===== config.mk =====
export PLATFORM = sky130hd
export DESIGN_NAME = sd_conv_top
export DESIGN_NICKNAME = d
export VERILOG_FILES = /design/src/hdl/sd_conv_pkg.sv /design/src/hdl/sd_digit_unpack.sv /design/src/hdl/prefix_adder.sv /design/src/hdl/sd_to_twos.sv /design/src/hdl/sd_conv_top.sv
export SDC_FILE = /design/constraint.sdc
export NUM_CORES = 1
export LEC_CHECK = 0
export BUFFER_PORTS_ARGS = -buffer_cell sky130_fd_sc_hd__buf_2
export CAP_MARGIN = 30
export CORE_ASPECT_RATIO = 0.9
export CORE_MARGIN = 5
export CORE_UTILIZATION = 63
export DETAILED_ROUTE_END_ITERATION = 8
export GPL_ROUTABILITY_DRIVEN = 0
export PLACE_DENSITY = 0.82
export SLEW_MARGIN = 15
export SYNTH_ARGS = -nofsm -noshare
export SYNTH_HDL_FRONTEND = slang
export SYNTH_SLANG_ARGS = --single-unit
export TNS_END_PERCENT = 100

===== constraint.sdc =====
create_clock -name clk -period 1.6 [get_ports clk]
set_clock_uncertainty 0.05 [all_clocks]
set_input_delay 0.08 -clock clk [delete_from_list [all_inputs] [get_ports clk]]
set_output_delay 0.08 -clock clk [all_outputs]
set_load 0.005 [all_outputs]

===== src/hdl/sd_conv_pkg.sv =====
// Widths, digit codes and pipeline latencies shared by the converter RTL and its testbench
`default_nettype none

package sd_conv_pkg;

    // Word geometry
    localparam int SD_DIGITS = 8;
    localparam int SD_CODE_W = 2 * SD_DIGITS;
    localparam int SUM_W     = SD_DIGITS + 1;

    // Two-bit digit encoding, 10 never appears in a legal word
    localparam logic [1:0] DIGIT_ZERO = 2'b00;
    localparam logic [1:0] DIGIT_POS  = 2'b01;
    localparam logic [1:0] DIGIT_NEG  = 2'b11;
    localparam logic [1:0] DIGIT_BAD  = 2'b10;

    // Pipeline depths in register ranks
    localparam int PFX_LEVELS = $clog2(SUM_W);
    localparam int ADD_LAT    = PFX_LEVELS + 2;
    localparam int CONV_LAT   = ADD_LAT + 2;
    localparam int TOP_LAT    = CONV_LAT + 1;

endpackage

`default_nettype wire


===== src/hdl/sd_digit_unpack.sv =====
// Input stage that registers a signed-digit word as separate positive and negative bit vectors
`default_nettype none
`timescale 1ns/1ps

module sd_digit_unpack import sd_conv_pkg::*; (
    input  logic                 clk,
    input  logic                 rst_n,
    input  logic [SD_CODE_W-1:0] sd_code,
    input  logic                 in_valid,
    output logic [SD_DIGITS-1:0] pos,
    output logic [SD_DIGITS-1:0] neg,
    output logic                 unp_valid,
    output logic                 unp_err
);

    logic [SD_DIGITS-1:0] pos_d;
    logic [SD_DIGITS-1:0] neg_d;
    logic [SD_DIGITS-1:0] bad_d;

    // One bit per digit, an illegal code lands in neither vector
    always_comb begin
        pos_d = '0;
        neg_d = '0;
        bad_d = '0;
        for (int i = 0; i < SD_DIGITS; i++) begin
            case (sd_code[2*i +: 2])
                DIGIT_ZERO: ;
                DIGIT_POS:  pos_d[i] = 1'b1;
                DIGIT_NEG:  neg_d[i] = 1'b1;
                DIGIT_BAD:  bad_d[i] = 1'b1;
            endcase
        end
    end

    always_ff @(posedge clk or negedge rst_n) begin
        if (!rst_n) begin
            pos       <= '0;
            neg       <= '0;
            unp_valid <= 1'b0;
            unp_err   <= 1'b0;
        end else begin
            unp_valid <= in_valid;
            unp_err   <= in_valid & (|bad_d);
            // Vectors hold their last word between strobes
            if (in_valid) begin
                pos <= pos_d;
                neg <= neg_d;
            end
        end
    end

endmodule

`default_nettype wire


===== src/hdl/prefix_adder.sv =====
// Pipelined Han-Carlson adder with carry-in, one register rank per prefix level, any width
`default_nettype none
`timescale 1ns/1ps

module prefix_adder #(
    parameter int width = 16
) (
    input  logic             clk,
    input  logic             rst_n,
    input  logic [width-1:0] a,
    input  logic [width-1:0] b,
    input  logic             cin,
    output logic [width-1:0] sum
);

    // Only the low width-1 positions produce a carry that is used
    localparam int pw     = width - 1;
    localparam int levels = $clog2(pw) + 1;

    logic [width-1:0] p_in;
    logic [pw-1:0]    g_in;

    // Group generate/propagate per level, original propagate and cin ride alongside
    logic [pw-1:0]    g_lvl [levels];
    logic [pw-1:0]    p_lvl [levels];
    logic [width-1:0] p_dly [levels];
    logic             cin_dly [levels];

    logic [pw-1:0]    g_fix;
    logic [width-1:0] carry_q;
    logic [width-1:0] p_fin;
    logic [width-1:0] sum_q;

    assign p_in = a ^ b;

    // Carry-in enters as an extra generate at bit 0
    always_comb begin
        g_in    = a[pw-1:0] & b[pw-1:0];
        g_in[0] = g_in[0] | (p_in[0] & cin);
    end

    always_ff @(posedge clk or negedge rst_n) begin
        if (!rst_n) begin
            g_lvl[0]   <= '0;
            p_lvl[0]   <= '0;
            p_dly[0]   <= '0;
            cin_dly[0] <= 1'b0;
        end else begin
            g_lvl[0]   <= g_in;
            p_lvl[0]   <= p_in[pw-1:0];
            p_dly[0]   <= p_in;
            cin_dly[0] <= cin;
        end
    end

    // Odd positions, Kogge-Stone style at distance 1, 2, 4 ...
    for (genvar l = 0; l < levels - 1; l++) begin : g_odd_level
        logic [pw-1:0] g_nxt;
        logic [pw-1:0] p_nxt;

        for (genvar i = 0; i < pw; i++) begin : g_cell
            if ((i % 2 == 1) && (i >= (1 << l))) begin : g_black
                assign g_nxt[i] = g_lvl[l][i] | (p_lvl[l][i] & g_lvl[l][i - (1 << l)]);
                assign p_nxt[i] = p_lvl[l][i] & p_lvl[l][i - (1 << l)];
            end else begin : g_pass
                assign g_nxt[i] = g_lvl[l][i];
                assign p_nxt[i] = p_lvl[l][i];
            end
        end

        always_ff @(posedge clk or negedge rst_n) begin
            if (!rst_n) begin
                g_lvl[l+1]   <= '0;
                p_lvl[l+1]   <= '0;
                p_dly[l+1]   <= '0;
                cin_dly[l+1] <= 1'b0;
            end else begin
                g_lvl[l+1]   <= g_nxt;
                p_lvl[l+1]   <= p_nxt;
                p_dly[l+1]   <= p_dly[l];
                cin_dly[l+1] <= cin_dly[l];
            end
        end
    end

    // Even positions pick up the finished prefix of their odd neighbour
    for (genvar i = 0; i < pw; i++) begin : g_fixup
        if ((i % 2 == 0) && (i >= 2)) begin : g_grey
            assign g_fix[i] = g_lvl[levels-1][i] |
                              (p_lvl[levels-1][i] & g_lvl[levels-1][i-1]);
        end else begin : g_pass
            assign g_fix[i] = g_lvl[levels-1][i];
        end
    end

    always_ff @(posedge clk or negedge rst_n) begin
        if (!rst_n) begin
            carry_q <= '0;
            p_fin   <= '0;
        end else begin
            carry_q <= {g_fix, cin_dly[levels-1]};
            p_fin   <= p_dly[levels-1];
        end
    end

    always_ff @(posedge clk or negedge rst_n) begin
        if (!rst_n) begin
            sum_q <= '0;
        end else begin
            sum_q <= p_fin ^ carry_q;
        end
    end

    assign sum = sum_q;

endmodule

`default_nettype wire


===== src/hdl/sd_to_twos.sv =====
// Conversion stage forming pos minus neg in two's complement, with valid and error kept in step
`default_nettype none
`timescale 1ns/1ps

module sd_to_twos import sd_conv_pkg::*; (
    input  logic                 clk,
    input  logic                 rst_n,
    input  logic [SD_DIGITS-1:0] pos,
    input  logic [SD_DIGITS-1:0] neg,
    input  logic                 unp_valid,
    input  logic                 unp_err,
    output logic [SUM_W-1:0]     twos,
    output logic                 out_valid,
    output logic                 err
);

    logic [SUM_W-1:0]    a_q;
    logic [SUM_W-1:0]    b_q;
    logic [SUM_W-1:0]    sum;
    logic [CONV_LAT-1:0] vld_sr;
    logic [CONV_LAT-1:0] err_sr;

    // pos + ~neg + 1 in the extended width is pos - neg
    always_ff @(posedge clk or negedge rst_n) begin
        if (!rst_n) begin
            a_q <= '0;
            b_q <= '0;
        end else begin
            a_q <= {{(SUM_W - SD_DIGITS){1'b0}}, pos};
            b_q <= ~{{(SUM_W - SD_DIGITS){1'b0}}, neg};
        end
    end

    prefix_adder #(
        .width (SUM_W)
    ) adder_i (
        .clk   (clk),
        .rst_n (rst_n),
        .a     (a_q),
        .b     (b_q),
        .cin   (1'b1),
        .sum   (sum)
    );

    always_ff @(posedge clk or negedge rst_n) begin
        if (!rst_n) begin
            vld_sr <= '0;
            err_sr <= '0;
        end else begin
            vld_sr <= {vld_sr[CONV_LAT-2:0], unp_valid};
            err_sr <= {err_sr[CONV_LAT-2:0], unp_err};
        end
    end

    // Result only moves when a word arrives, idle cycles leave twos alone
    always_ff @(posedge clk or negedge rst_n) begin
        if (!rst_n) begin
            twos <= '0;
        end else if (vld_sr[CONV_LAT-2]) begin
            twos <= sum;
        end
    end

    assign out_valid = vld_sr[CONV_LAT-1];
    assign err       = err_sr[CONV_LAT-1];

endmodule

`default_nettype wire


===== src/hdl/sd_conv_top.sv =====
// Top level of the signed-digit to two's-complement converter, unpacker followed by adder stage
`default_nettype none
`timescale 1ns/1ps

module sd_conv_top import sd_conv_pkg::*; (
    input  logic                 clk,
    input  logic                 rst_n,
    input  logic [SD_CODE_W-1:0] sd_code,
    input  logic                 in_valid,
    output logic [SUM_W-1:0]     twos,
    output logic                 out_valid,
    output logic                 err
);

    logic [SD_DIGITS-1:0] pos;
    logic [SD_DIGITS-1:0] neg;
    logic                 unp_valid;
    logic                 unp_err;

    sd_digit_unpack unpack_i (
        .clk       (clk),
        .rst_n     (rst_n),
        .sd_code   (sd_code),
        .in_valid  (in_valid),
        .pos       (pos),
        .neg       (neg),
        .unp_valid (unp_valid),
        .unp_err   (unp_err)
    );

    sd_to_twos conv_i (
        .clk       (clk),
        .rst_n     (rst_n),
        .pos       (pos),
        .neg       (neg),
        .unp_valid (unp_valid),
        .unp_err   (unp_err),
        .twos      (twos),
        .out_valid (out_valid),
        .err       (err)
    );

endmodule

`default_nettype wire


Yosys cells after proc, flatten, opt, wreduce, memory -nomap -nowiden
Index checks and enable logic that the tools add are counted.

word-level totals
  register bits = 190
  word-level logic and storage cells = 115
  bits of input ports = 19

cells by class
  mux-type cells = 24
  bitwise gates (word level) = 38
  equal/unequal tests = 24
  reduce and logical (&&, ||, !) cells = 1

operators by type and width
  cell                                                                    number
  2-bit equality test (second input constant)                             16
  1-bit two-way mux                                                       24
  1-bit AND                                                               21
  2-bit by 1-bit equality test with 1-bit output (second input constant)  8
  1-bit bitwise OR                                                        13
  8-bit NOT with 9-bit output                                             1
  8-bit by 9-bit bitwise XOR with 9-bit output                            1
  9-bit bitwise XOR                                                       1
  8-bit AND                                                               1
  8-bit OR reduction                                                      1

Depth between registers and ports, before layout
  word-level depth = 4
  depth in mapped cells = 4
  depth with buffers taken out = 3

Hierarchy
Synthesis repeated with hierarchy kept, for this count alone.

unflattened totals
  cells, all modules = 276
  area total of the unflattened synthesis = 4932.2 µm²

modules (own cells, without submodules)
  module           area an instance (µm²)  cells an instance  times used
  prefix_adder     2919.0                  140                1
  sd_to_twos       1234.9                  62                 1
  sd_digit_unpack  778.2                   74                 1

Least setup slack after synthesis
OpenSTA, ideal clock, no wires.

  path kind = reg-to-reg
  start point = register conv_i.vld_sr[6]
  end point = register conv_i.twos[0]
  data required time = 1.425 ns
  path buffers = 1
  arrival = 0.836 ns
  cell stages (with the launch flop) = 3
  path slack = 0.589 ns
  library setup time = 0.125 ns
  cell sequence = dfrtp_1 > buf_2 > mux2_2

RTL lines
  element                   line              RTL
  start: declaration        sd_to_twos.sv:20  logic [CONV_LAT-1:0] vld_sr;
  start signal: assignment  sd_to_twos.sv:50  vld_sr <= {vld_sr[CONV_LAT-2:0], unp_valid};
  end signal: assignment    sd_to_twos.sv:60  twos <= sum;
  end: declaration          sd_to_twos.sv:12  output logic [SUM_W-1:0] twos,

No word-level cell between the ends.

==> impl_metrics.tcl <==
set metrics [dict create \
    outcome "finished, final reports clean" \
    ys_async_sr_fraction_pct 100 \
    grt_pass1_vias 2602 \
    power.ir.vdd_worst_mv 0.981 \
    synth.cell_area_sq_um 4730 \
    tritoncts "done" \
    grt_antenna_before_repair 0 \
    route.antenna.remaining_nets 0 \
    yosys_reg_bits 159 \
    hp-class "input pin to async pin" \
    arrival_ns 1.79 \
    fraction_of_post_synthesis_cell_area_in_the_top_cell_type_by_area_pct 84.0 \
    placementRows 30 \
    setup_repair_after_global_routing_missed_its_margin "no" \
    ys.warnings.count 0 \
    avgViaCountPerCell 4.96 \
    ys_seq_area_share_pct 84.0 \
    report.final.setup_viol 0 \
    setup_total_negative_slack_ns 0 \
    grt.overflow.total 0 \
    htreeDepth 4 \
    critPathCaptureType "flip-flop" \
    placement.io_buffers 29 \
    finish.net_count 366 \
    vias 2220 \
    yosys-top-cells-area "sky130_fd_sc_hd__dfrtp_1 (84%), sky130_fd_sc_hd__mux2_2 (2.1%), sky130_fd_sc_hd__ha_1 (2.1%), sky130_fd_sc_hd__a21o_1 (1.9%), sky130_fd_sc_hd__xor2_1 (1.7%)" \
    power.share.switching_pct 23.2 \
    timing_worst_setup_path_type "input pin to flip-flop" \
    fillerInstances 401 \
    syn-mean-instance-area_sq_um 18.0 \
    grtUsageTotal_pct 19.1 \
    clockRootBuffer "sky130_fd_sc_hd__clkbuf_8" \
    static_power_due_to_leakage_nw 2.78 \
    worstSetupStartpointType "input pin" \
    power.clock.fraction_pct 39.3 \
    largest_net_degree_at_the_start_of_global_routing 56 \
    finalMaxSlewViolations 0 \
    power_per_cell_area_nw_per_um2 1550 \
    yosysTopAreaCell "sky130_fd_sc_hd__dfrtp_1" \
    yosys-top-cells-count "sky130_fd_sc_hd__dfrtp_1 (159), sky130_fd_sc_hd__inv_1 (17), sky130_fd_sc_hd__a21o_1 (12), sky130_fd_sc_hd__mux2_2 (9), sky130_fd_sc_hd__xor2_1 (9)" \
    detailed_place_hpwl_microns 3750 \
    core_region_area_sq_um 7430 \
    wl_per_cell_microns 17.0 \
    floorplan.initialDensity_pct 63.7 \
    cts.path.max_buffers 2 \
    cell_internal_pwr_mw 6.94 \
    period_utilization_post_route_pct 91.0 \
    routed_wl_microns 7630 \
    clk_transition_reported_paths_ns 0.06 \
    grt_first_pass_wirelength_microns 13000 \
    comb_power_share_pct 6.8 \
    required_ns 1.94 \
    fmax_mhz 687 \
    timing.final.hold_violations 0 \
    critPathMaxFanout 34 \
    cts_made_buffers 17 \
    dieHeight_microns 92.2 \
    initialDrtViolationCount 81 \
    period_needed_ns 1.46 \
    synthesis.instances 263 \
    first_pass_drt_iterations 4 \
    maximum_capacitance_violations 0 \
    worstSkewPairLatency_ns 0.51 \
    cts_post_setup_buffers_inserted 0 \
    count_of_boundary_i_o_pins 30 \
    switchingPower_mw 2.10 \
    numClockSinks 159 \
    synthesis.nets 290 \
    most_common_cell_in_the_netlist "sky130_fd_sc_hd__dfrtp_1" \
    fp.dieArea_sq_um 9350 \
    drive_gt1_share_pct 22.4 \
    detail_route.drc_violations 0 \
    dieWidth_microns 101 \
    synth_edf_count 0 \
    areaGrowthSynthToFinish_pct 23.5 \
    cell_variety_after_synth 19 \
    p_seq_share_pct 53.9 \
    yosys_most_used_dff "sky130_fd_sc_hd__dfrtp_1" \
    hold-worst-slack_ns 0.0820 \
    diodes 0 \
]
==> critical path, cell delays in order <==
cell,delay [ns]
sky130_fd_sc_hd__dlygate4sd3_1,0.52
sky130_fd_sc_hd__clkbuf_4,0.33
sky130_fd_sc_hd__nor2b_1,0.09
sky130_fd_sc_hd__a31o_2,0.22
sky130_fd_sc_hd__dlygate4sd3_1,0.54
==> layer usage <==
layer	track usage (%)	vias up	share of wire, %
met5	0	-	0
met4	7.42	0	1.6
met3	5.10	14	3.8
met2	33.2	53	57
met1	22.5	1139	38
li1	-	1014	-
==> area by class of cell <==
cell class,instances,area [sq um],area share (%)
Tap cell,96,120,2.05
Clock buffer,20,445,7.62
Inverter,19,71.3,1.22
Timing Repair Buffer,61,499,8.54
Sequential cell,159,3980,68.1
Clock inverter,12,86.3,1.48
Multi-Input combinational cell,81,646,11.0
==> path summary, 6_finish.rpt <==
check | from | end | slack, ns | cells after the start
max | in_valid | unpack_i.pos[3] | 0.14 | 5
min | rst_n | conv_i.adder_i.carry_q[7] | 0.08 | 3
max reg2reg | unpack_i.pos[1] | unpack_i.pos[1] | 0.15 | 3
min reg2reg | conv_i.adder_i.g_odd_level[2].p_nxt[6] | conv_i.adder_i.p_dly[6] | 0.30 | 0
max in group asynchronous | rst_n | conv_i.adder_i.p_fin[3] | 0.60 | 3
min in group clk | conv_i.adder_i.g_odd_level[2].p_nxt[6] | conv_i.adder_i.p_dly[6] | 0.30 | 0
==> state kept, by name, indices dropped and copies added, names as in the netlist <==
register and flops:
conv_i.adder_i.p_lvl 5, conv_i.adder_i.carry_q 9, conv_i.adder_i.g_odd_level.p_nxt 1, conv_i.vld_sr 8, unpack_i.unp_err 1, conv_i.adder_i.g_lvl 27
conv_i.a_q 8, unpack_i.unp_valid 1, conv_i.adder_i.g_fix 5, conv_i.adder_i.sum 9, unpack_i.pos 8, conv_i.adder_i.p_dly 31
conv_i.err_sr 8, conv_i.b_q 8, conv_i.adder_i.p_fin 9, conv_i.twos 9, conv_i.adder_i.cin_dly 4, unpack_i.neg 8
==> placed cells by master (no fill, tap or decap), drive strengths merged, types with 4 or more instances in the layout <==
cell type / count
a21o: 12
a31o: 8
and2: 5
buf: 33
clkbuf: 21
clkinv: 9
dfrtp: 159
dlygate4sd3: 27
ha: 8
inv: 19
mux2: 9
nand3: 8
nor2b: 5
o21ai: 8
o22ai: 4
xor2: 9
==> power groups by stage <==
stage          Combinational (mW)  Clock (mW)  Sequential, mW
4_1_cts                     0.626        3.61            4.89
2_1_floorplan               0.275           0            4.85
3_5_place_dp                0.548           0            4.93
3_3_place_gp                0.511           0            4.87
6_report                    0.612        3.55            4.87
5_1_grt                     0.691        3.79            4.93
==> what timing repair did <==
item | 4_1_cts | 5_1_grt
hold endpoints to repair | 177 | 0
endpoints found under the setup margin | 0 | 2
gates resized for setup | 0 | 1
hold buffers | 28 | 0
==> cell families (layout without fill, tap and decap cells) <==
family | Yosys count | in the layout | share of synthesized area [%]
fa+ha+maj | 8 | 8 | 2.11
other cells | 1 | 1 | 0.0792
simple gates | 21 | 21 | 2.64
compound gates | 33 | 33 | 4.99
buf+inv | 23 | 112 | 2.33
xor+xnor | 9 | 9 | 1.66
flops | 159 | 159 | 84.0
mux | 9 | 9 | 2.14
==> metrics by stage <==
stage	util, %	power (mW)	setup WS [ns]	cells	instance area (sq um)
floorplan	-	5.13	0.589	263	4730
global placement	67.6	5.38	0.527	388	5020
detailed placement	67.6	5.47	0.463	388	5020
CTS	78.6	9.12	0.0662	448	5840
finish	78.7	9.03	0.144	448	5850
global route	78.7	9.41	0.0708	448	5850
(Power assumes the default switching activity.)
